## src/logic/trig_pkg.sv

```systemverilog
package trig_pkg;

	// marker word and status width
	localparam int word_width = 8;

	// fixed marker words, sent in rotation, msb always set
	localparam logic [word_width-1:0] marker_first  = 8'b11110000;
	localparam logic [word_width-1:0] marker_second = 8'b10000001;
	localparam logic [word_width-1:0] marker_third  = 8'b10001000;
	localparam logic [word_width-1:0] marker_fourth = 8'b10101010;

	// rotation state of the sequencer
	typedef enum logic [1:0] {
		tok_first  = 2'b00,
		tok_second = 2'b01,
		tok_third  = 2'b10,
		tok_fourth = 2'b11
	} token_t;

	// where trigger events come from
	typedef enum logic {
		mode_external = 1'b0,
		mode_self     = 1'b1
	} mode_t;

	// serializer queue depth, also the credit count after reset
	localparam int credit_depth    = 2;
	localparam int credit_width    = $clog2(credit_depth + 1);
	localparam int queue_ptr_width = $clog2(credit_depth);

	// bits still to go out of the shifter, 0 means idle
	localparam int bit_count_width = $clog2(word_width + 1);

	// internal tick every 2**6 = 64 cycles
	localparam int self_period_log2 = 6;

	// power-on stretch after reset1 drops
	localparam int reset_hold_cycles = 16;
	localparam int reset_count_width = $clog2(reset_hold_cycles + 1);

	// saturating count of dropped triggers
	localparam int missed_width = 8;

endpackage

```

## src/logic/power_on_reset.sv

```systemverilog
`timescale 1ns/100ps

module power_on_reset (
	input  logic clock,
	input  logic reset1,
	output logic core_reset
);
	import trig_pkg::*;

	logic [reset_count_width-1:0] hold_count;

	// restart on reset1, then count up once and stay
	always_ff @(posedge clock) begin
		if (reset1) begin
			hold_count <= '0;
		end else if (hold_count != reset_count_width'(reset_hold_cycles)) begin
			hold_count <= hold_count + 1'b1;
		end
	end

	// released only once the count is reached
	assign core_reset = reset1 || (hold_count != reset_count_width'(reset_hold_cycles));

	// the core stays in reset with reset1 and for the full stretch after it
	reset_stretch_a: assert property (
		@(posedge clock) reset1 |-> core_reset ##1 core_reset [*reset_hold_cycles]
	) else $error("core_reset released early after reset1");

endmodule

```

## src/logic/trigger_edge_detect.sv

```systemverilog
`timescale 1ns/100ps

module trigger_edge_detect (
	input  logic clock,
	input  logic core_reset,
	input  logic trigger_in,
	output logic trigger_edge
);

	// two-flop synchronizer for the async trigger line
	logic sync_stage1;
	logic sync_stage2;

	// last three synchronized samples, bit 2 is the oldest
	logic [2:0] sample_history;

	always_ff @(posedge clock) begin
		if (core_reset) begin
			sync_stage1    <= 1'b0;
			sync_stage2    <= 1'b0;
			sample_history <= 3'b000;
		end else begin
			sync_stage1    <= trigger_in;
			sync_stage2    <= sync_stage1;
			sample_history <= {sample_history[1:0], sync_stage2};
		end
	end

	// low, low, high: one pulse per rising edge, even when held high
	assign trigger_edge = (sample_history == 3'b001);

	// a held trigger must not retrigger
	single_pulse_a: assert property (
		@(posedge clock) disable iff (core_reset) trigger_edge |=> !trigger_edge
	) else $error("trigger_edge high for two cycles");

endmodule

```

## src/logic/pattern_sequencer.sv

```systemverilog
`timescale 1ns/100ps

module pattern_sequencer (
	input  logic                              clock,
	input  logic                              core_reset,
	input  logic                              trigger_edge,
	input  logic                              self_trigger,
	input  logic                              credit_return,
	output logic                              word_valid,
	output logic                              sync,
	output logic [trig_pkg::word_width-1:0]   word_data,
	output logic [trig_pkg::word_width-1:0]   status_word,
	output logic [trig_pkg::missed_width-1:0] missed_count
);
	import trig_pkg::*;

	mode_t                       trigger_mode;
	token_t                      token;
	logic [self_period_log2-1:0] tick_count;
	logic                        tick_wrap;
	logic                        trigger_event;
	logic [credit_width-1:0]     credits;
	logic                        credit_free;
	logic                        issue;

	function automatic logic [word_width-1:0] marker_for(input token_t tok);
		case (tok)
			tok_first:  marker_for = marker_first;
			tok_second: marker_for = marker_second;
			tok_third:  marker_for = marker_third;
			default:    marker_for = marker_fourth;
		endcase
	endfunction

	assign trigger_mode = self_trigger ? mode_self : mode_external;

	// internal tick fires once per counter wrap
	assign tick_wrap = &tick_count;

	// in self mode the external edges are ignored
	always_comb begin
		case (trigger_mode)
			mode_self: trigger_event = tick_wrap;
			default:   trigger_event = trigger_edge;
		endcase
	end

	// a word_valid in flight already owns one of the counted credits
	assign credit_free = (credits > credit_width'(word_valid));
	assign issue       = trigger_event && credit_free;

	// spend on word_valid, refill on credit_return
	always_ff @(posedge clock) begin
		if (core_reset) begin
			credits <= credit_width'(credit_depth);
		end else begin
			case ({word_valid, credit_return})
				2'b10:   credits <= credits - 1'b1;
				2'b01:   credits <= credits + 1'b1;
				default: credits <= credits;
			endcase
		end
	end

	always_ff @(posedge clock) begin
		if (core_reset) begin
			tick_count   <= '0;
			token        <= tok_first;
			word_valid   <= 1'b0;
			sync         <= 1'b0;
			status_word  <= '0;
			missed_count <= '0;
		end else begin
			tick_count <= tick_count + 1'b1;
			word_valid <= issue;
			if (issue) begin
				status_word <= marker_for(token);
				token       <= token_t'(token + 1'b1);
				// sync spans first word to second word
				if (token == tok_first) begin
					sync <= 1'b1;
				end else if (token == tok_second) begin
					sync <= 1'b0;
				end
			end else if (trigger_event && (missed_count != '1)) begin
				// no credit, so drop it and keep the token where it is
				missed_count <= missed_count + 1'b1;
			end
		end
	end

	// the issued word is held for both the serializer and the leds
	assign word_data = status_word;

	// returns from the serializer never exceed what was spent
	credits_bounded_a: assert property (
		@(posedge clock) disable iff (core_reset)
		credits <= credit_width'(credit_depth)
	) else $error("credit count above queue depth");

	no_valid_without_credit_a: assert property (
		@(posedge clock) disable iff (core_reset)
		word_valid |-> (credits != '0)
	) else $error("word_valid with no credit");

endmodule

```

## src/logic/word_serializer.sv

```systemverilog
`timescale 1ns/100ps

module word_serializer (
	input  logic                            clock,
	input  logic                            core_reset,
	input  logic                            word_valid,
	input  logic [trig_pkg::word_width-1:0] word_data,
	output logic                            credit_return,
	output logic                            serial_out,
	output logic                            frame_mark
);
	import trig_pkg::*;

	// small word queue, one entry per credit
	logic [word_width-1:0]      queue_mem [credit_depth];
	logic [queue_ptr_width-1:0] wr_ptr;
	logic [queue_ptr_width-1:0] rd_ptr;
	logic [credit_width-1:0]    queue_count;

	// msb-first shifter
	logic [word_width-1:0]      shift_reg;
	logic [bit_count_width-1:0] bits_left;

	logic queue_empty;
	logic shifter_free;
	logic load;

	assign queue_empty  = (queue_count == '0);
	// free when idle or on the last bit, so queued words go back to back
	assign shifter_free = (bits_left == '0) || (bits_left == bit_count_width'(1));
	assign load         = !queue_empty && shifter_free;

	always_ff @(posedge clock) begin
		if (word_valid) begin
			queue_mem[wr_ptr] <= word_data;
		end
	end

	always_ff @(posedge clock) begin
		if (core_reset) begin
			wr_ptr      <= '0;
			rd_ptr      <= '0;
			queue_count <= '0;
		end else begin
			if (word_valid) begin
				wr_ptr <= (wr_ptr == queue_ptr_width'(credit_depth - 1)) ? '0 : wr_ptr + 1'b1;
			end
			if (load) begin
				rd_ptr <= (rd_ptr == queue_ptr_width'(credit_depth - 1)) ? '0 : rd_ptr + 1'b1;
			end
			case ({word_valid, load})
				2'b10:   queue_count <= queue_count + 1'b1;
				2'b01:   queue_count <= queue_count - 1'b1;
				default: queue_count <= queue_count;
			endcase
		end
	end

	// shifting in zeros leaves the line low once a word is out
	always_ff @(posedge clock) begin
		if (core_reset) begin
			shift_reg     <= '0;
			bits_left     <= '0;
			credit_return <= 1'b0;
			frame_mark    <= 1'b0;
		end else begin
			credit_return <= load;
			frame_mark    <= load;
			if (load) begin
				shift_reg <= queue_mem[rd_ptr];
				bits_left <= bit_count_width'(word_width);
			end else if (bits_left != '0) begin
				shift_reg <= shift_reg << 1;
				bits_left <= bits_left - 1'b1;
			end
		end
	end

	assign serial_out = shift_reg[word_width-1];

	// the sequencer's credits keep the queue from overflowing
	no_write_when_full_a: assert property (
		@(posedge clock) disable iff (core_reset)
		word_valid |-> (queue_count < credit_width'(credit_depth))
	) else $error("word written into a full queue");

endmodule

```

## src/logic/trigger_pattern_top.sv

```systemverilog
`timescale 1ns/100ps

module trigger_pattern_top (
	input  logic                              clock,
	input  logic                              reset1,
	input  logic                              trigger_in,
	input  logic                              self_trigger,
	output logic                              serial_out,
	output logic                              frame_mark,
	output logic [trig_pkg::word_width-1:0]   status_word,
	output logic                              sync,
	output logic [trig_pkg::missed_width-1:0] missed_count
);
	import trig_pkg::*;

	logic                  core_reset;
	logic                  trigger_edge;
	logic                  word_valid;
	logic [word_width-1:0] word_data;
	logic                  credit_return;

	power_on_reset power_on_reset_i (
		.clock      (clock),
		.reset1     (reset1),
		.core_reset (core_reset)
	);

	trigger_edge_detect trigger_edge_detect_i (
		.clock        (clock),
		.core_reset   (core_reset),
		.trigger_in   (trigger_in),
		.trigger_edge (trigger_edge)
	);

	// word issue and status, credits come back from the serializer
	pattern_sequencer pattern_sequencer_i (
		.clock         (clock),
		.core_reset    (core_reset),
		.trigger_edge  (trigger_edge),
		.self_trigger  (self_trigger),
		.credit_return (credit_return),
		.word_valid    (word_valid),
		.sync          (sync),
		.word_data     (word_data),
		.status_word   (status_word),
		.missed_count  (missed_count)
	);

	word_serializer word_serializer_i (
		.clock         (clock),
		.core_reset    (core_reset),
		.word_valid    (word_valid),
		.word_data     (word_data),
		.credit_return (credit_return),
		.serial_out    (serial_out),
		.frame_mark    (frame_mark)
	);

endmodule

```

## config.mk

```make
export PLATFORM = sky130hd
export DESIGN_NAME = trigger_pattern_top
export DESIGN_NICKNAME = d
export VERILOG_FILES = /design/src/logic/trig_pkg.sv /design/src/logic/power_on_reset.sv /design/src/logic/trigger_edge_detect.sv /design/src/logic/pattern_sequencer.sv /design/src/logic/word_serializer.sv /design/src/logic/trigger_pattern_top.sv
export SDC_FILE = /design/constraint.sdc
export NUM_CORES = 1
export LEC_CHECK = 0
export BUFFER_PORTS_ARGS = -buffer_cell sky130_fd_sc_hd__buf_4
export CORE_UTILIZATION = 40
export CTS_CLUSTER_SIZE = 16
export DETAILED_ROUTE_END_ITERATION = 6
export GPL_TIMING_DRIVEN = 0
export HOLD_SLACK_MARGIN = 0.05
export PLACE_DENSITY = 0.66
export SLEW_MARGIN = 20
export SYNTH_ARGS = -nofsm -noshare
export SYNTH_HDL_FRONTEND = slang
export SYNTH_SLANG_ARGS = --single-unit
```

## constraint.sdc

```tcl
create_clock -name clock -period 5.5 [get_ports clock]
set_input_delay 0.55 -clock clock [delete_from_list [all_inputs] [get_ports clock]]
set_output_delay 0.55 -clock clock [all_outputs]
set_load 0.01 [all_outputs]
```

# Yosys cells after proc, flatten, opt, wreduce, memory -nomap -nowiden
# Memory sizes are Yosys's and may differ from the RTL's. A register that Yosys moved wholly into a read port is not among the register bits.
# Index checks and enable logic that the tools add are counted.
# totals
mem_bits_ro	0
latch_bits	0
out_inout_bits	19
n_memories	1
register_bits	55
ram_bits	16
# memory_table
name	words	width	read_ports	rd_clocked_by_memory_dff	write_ports	line	source
word_serializer_i.queue_mem	2	8	1	1	1	word_serializer.sv:15	logic [word_width-1:0] queue_mem [credit_depth];
# op_classes
n_mux	17
shifts	0
reduce_logical	18
n_bitwise	1
addsub	11
div	0
n_mul	0
eq_ne	10
magnitude_cmp	1
# op_table
cell	n
one-hot mux 7 bit (3 select lines)	1
two-way mux 8 bit	2
two-way mux 1 bit	10
adder 8 x 1 -> 8 bit, second input constant	1
two-way mux 4 bit	2
inequality test 8 bit, second input constant	1
one-hot mux 2 bit (2 select lines)	2
nonzero test 2 bit	4
adder 2 x 1 -> 2 bit, second input constant	3
adder 6 x 1 -> 6 bit, second input constant	1
== test 2 x 1 -> 1 bit, second input constant	3
== test 2 bit, second input constant	3
AND reduction 6 bit	1
adder 5 x 1 -> 5 bit, second input constant	1
inequality test 5 bit, second input constant	1
== test 4 x 1 -> 1 bit, second input constant	1
zero test 2 bit	2
zero test 4 bit	1
AND reduction 2 bit	2
nonzero test 4 bit	1
subtractor 2 x 1 -> 2 bit, second input constant	2
subtractor 4 x 1 -> 4 bit, second input constant	1
== test 3 x 1 -> 1 bit, second input constant	1
logical AND 1 bit	3
other kinds (6)	8

# Longest topological paths before layout
# depth
word_depth	5
ltp_mapped	11

# By module
# Synthesis repeated with hierarchy kept, for this count alone.
# hier_totals
hier_cells	297
hier_area_um2	3125.5
# by_module_without_submodules
mod	n_inst	cells_per_inst	area_each_um2
word_serializer	1	113	1410.1
pattern_sequencer	1	146	1292.5
power_on_reset	1	27	276.5
trigger_edge_detect	1	11	146.4

# Worst setup path before layout
# No wires, ideal clock.
# synth_path
kind	reg2reg
startpoint	reg word_serializer_i.bits_left[0]
endpoint	reg word_serializer_i.queue_count[1]
path_slack_ns	3.272
arrival_ns	2.158
n_path_buf	2
setup_ns	0.070
synth_period_minus_slack_ns	2.228
path_stages_with_launch	11
path_cell_list	dfxtp_1 > inv_1 > ha_1 > or2_2 > clkbuf_1 > nand3_1 > inv_1 > buf_2 > ha_1 > or3_1 > a21oi_1
# synth_between
elab_chain_cells	5
word_cells_on_any_way	8
classes_between	3 x eq/ne; 1 x mux; 4 x reduce/logical
# synth_rtl
item	line	source
start: declaration	word_serializer.sv:22	logic [bit_count_width-1:0] bits_left;
start signal: assignment	word_serializer.sv:71	bits_left <= bit_count_width'(word_width);
start signal: assignment	word_serializer.sv:74	bits_left <= bits_left - 1'b1;
== test 4 x 1 -> 1 bit or zero test 4 bit (tied branches)	word_serializer.sv:30	assign shifter_free = (bits_left == '0) || (bits_left == bit_count_width'(1));
logical OR 1 bit *	word_serializer.sv:30	
logical AND 1 bit *	word_serializer.sv:31	assign load = !queue_empty && shifter_free;
named net word_serializer_i.load	word_serializer.sv:26	logic load;
== test 2 x 1 -> 1 bit or == test 2 bit (tied branches)	word_serializer.sv:51	case ({word_valid, load})
one-hot mux 2 bit (2 select lines) or nonzero test 2 bit (tied branches)	-	
end signal: assignment	word_serializer.sv:52	2'b10: queue_count <= queue_count + 1'b1;
end signal: assignment	word_serializer.sv:53	2'b01: queue_count <= queue_count - 1'b1;
end signal: assignment	word_serializer.sv:54	default: queue_count <= queue_count;
end: declaration	word_serializer.sv:18	logic [credit_width-1:0] queue_count;
# The timed path passes the listed nets; every way through them passes the cells marked *.
# A chain may end at the register's enable or synchronous reset.

# Worst setup path after layout
# Same ends and word-level chain as after synthesis.

==> flow_summary.ini <==
[logic_synthesis]
syn-instance-count = 279
syn-num-nets = 297
ys_ff_latch = 66
post-synth-top-count-cell = dfxtp_1
synth_xor_area_share_pct = 4.634
synth_top_cell_by_area = dfxtp_1
async_flop_share_pct = 0
synth_cell_types = 47
synth_edf_count = 12
synth.area.mux_share_pct = 2.515
synthAdderAreaFrac_pct = 6.178
syn_area_mm2 = 0.002835
synthTopCellsByArea = dfxtp_1, edfxtp_1, ha_1
synth_ff_type = dfxtp_1
synth.avg_cell_area_um2 = 10.16
yosysSeqAreaShare_pct = 50.84
ys_warn_count = 0
synth_top_family_by_area = simple AND/OR/NAND/NOR gates
synth_compound_area_share_pct = 13.06
synth_top_area_share_pct = 38.13
synth_simple_gate_area_share_pct = 18.05
yosys-top-cells-count = dfxtp_1, a21oi_1, nor2_1

[clocking]
htreeDepth = 3
cts_buffer_depth = 2
cts_setup_buffers = 0
clock_sink_count = 66
cts_tree = built
insertion_delay_ns = 0.34
cts-root-buf = clkbuf_8
cts_resized = 0
cts_buffers = 9
cts_hold_buf = 0
clkTransAtPathRegs_ns = 0.07

[setup_path]
cp-end-kind = flip-flop
reg2reg_slack_ns = 2.99
path_max_fanout = 10
slowest_stage = dfxtp_1
arrival_ns = 2.77
critPathKind = reg2reg
start_kind = flip-flop
crit_path_max_incr_delay_ns = 0.39
cp_cell_sequence = inv_1 -> ha_1 -> or2_2 -> clkbuf_1 -> nand3_1 -> inv_1 -> buf_2 -> ha_1 -> or3_1 -> a21oi_1
worst_r2r_path_depth = 10
reg2reg_from = word_serializer_i.bits_left[0]
required_ns = 5.76
r2r-end = word_serializer_i.queue_count[1]

[detailed_routing]
drc = 0
ant_nets = 0
met1_length_um = 2392
routed-wl-met2_um = 2560
top_layer = met4
routedWlPerCell_um = 12.75
wl_met3_um = 216
wirelength_um = 5251
via_per_inst = 4.968
vias = 2047
dr.pass1.iters = 4
drtIter0Drc = 47

[floorplan]
die_y_um = 86.19
die_area_mm2 = 0.007429
core-area_mm2 = 0.006832
io_pins = 23
die_w_um = 86.19
start_util_pct = 41.50
core.rowCount = 30

[worst_hold_path]
hold_depth = 2
hp-start = trigger_in
min_to = trigger_edge_detect_i.sync_stage1
hp-class = in2reg

[sta]
relSlewSlack_pct = 61.82
tns_ns = 0
rsz0062_at_grt = false
clock.fmax_ghz = 0.3989
setup_viol = 0
worst_pin_slew_ns = 0.5727
fin_crit_ns = 2.507
hold_slack_ns = 0.4123
period_share_pct = 45.59
drv_slew = 0
finalHoldViolations = 0
skew_ns = 0.01303

[pwr]
p_per_area_mw_per_mm2 = 285.2
peakVddDrop_uv = 189.6
cellLeakagePower_nw = 1.203

[global_routing]
grt.total_usage_pct = 15.40
grt_pass1_vias = 1948
grt_max_degree = 12
grt_first_pass_wirelength_um = 8769
grt-ovfl-total = 0
antenna_found_initial = 0

[layout]
register_area_mm2 = 0.001441
syn_to_final_growth_pct = 17.52
antenna_cells = 0
nFillCells = 672
layout.nets = 329
multiInputGateArea_mm2 = 0.001264
largest_reg_flops = 12
drive_gt1_share_pct = 17.09

[run]
cap_violations = 0

[placement]
io_buffers = 21
hpwl_um = 3705
gp_congestion = 0.7286

[run_status]
status = complete, no violations
cells by family after synthesis:
kind of cell             after synthesis
AO/OA/AOI/OAI                         56
adder cells (fa/ha/maj)               14
flip-flops                            66
XOR/XNOR                              15
buffers and inverters                 27
other                                  1
multiplexers                           7
AND/OR/NAND/NOR                       93
layer usage:
layer  vias up  GRT usage, %
li1       1055             -
met3         9         5.619
met5         -             0
met4         0         5.455
met1       952         18.10
met2        31         25.90
worst max-delay path by stage:
stage,start,to
2_1_floorplan,word_serializer_i.bits_left[0],word_serializer_i.queue_count[1]
3_3_place_gp,word_serializer_i.bits_left[0],word_serializer_i.queue_count[1]
3_5_place_dp,word_serializer_i.bits_left[0],word_serializer_i.queue_count[1]
4_1_cts,word_serializer_i.bits_left[0],word_serializer_i.queue_count[1]
5_1_grt,word_serializer_i.bits_left[0],word_serializer_i.queue_count[1]
6_report,word_serializer_i.bits_left[0],word_serializer_i.queue_count[1]
cell usage in the layout (no fill, tap or decap), types with 2 or more instances in the layout:
cell       count
buf_2          5
xnor2_1        6
bufinv_16      2
or2_2          3
edfxtp_1      12
mux2i_1        6
ha_1          14
o31ai_1        4
nand2_1       11
inv_1         10
clkbuf_1      10
or3_1          6
clkbuf_8      10
xor2_1         9
o211ai_1       7
a21oi_1       24
or3b_1         2
o21ai_0       10
nor3_1         5
dfxtp_1       54
nand4_1        7
and2_1         9
nor2_1        23
buf_4         23
nand3_1       14
buf_6          2
or4_1          4
power by group:
part / switching [W] / internal, W / total [W]
clock: 0.000179 / 0.000268 / 0.000447
sequential: 0.00000178 / 0.000492 / 0.000494
combinational: 0.00000471 / 0.00000464 / 0.00000935
total: 0.000185 / 0.000765 / 0.000950
final cells by class:
| type | instances | area share [%] |
|---|---|---|
| repair buffers | 21 | 4.731 |
| clock inverters | 4 | 2.216 |
| plain buffers | 17 | 2.779 |
| multi-input cells | 186 | 37.93 |
| clock buffers | 12 | 4.356 |
| inverters | 10 | 1.127 |
| flip-flops and latches | 66 | 43.26 |
| well taps | 96 | 3.605 |
worst max-delay path, delay by kind of cell, from the launching register on:
| kind | cells | cell delay (ns) |
|---|---|---|
| AO/OA/AOI/OAI | 1 | 0.15 |
| flip-flops | 1 | 0.39 |
| adder cells (fa/ha/maj) | 2 | 0.57 |
| buffers and inverters | 4 | 0.50 |
| AND/OR/NAND/NOR | 3 | 0.82 |
through the flow:
step                std cells  total power, W  area (µm²)  utilization [%]  setup WS, ns
finish                    412       0.0009501        3332            48.77         2.993
global route              412       0.0009871        3332            48.77         2.806
CTS                       412       0.0009640        3332            48.77         2.971
detailed placement        396       0.0005138        3113            45.57         3.017
global placement          396       0.0005136        3113            45.57         3.069
floorplan                 279       0.0005098        2835                -         3.272
(Power assumes the default switching activity.)
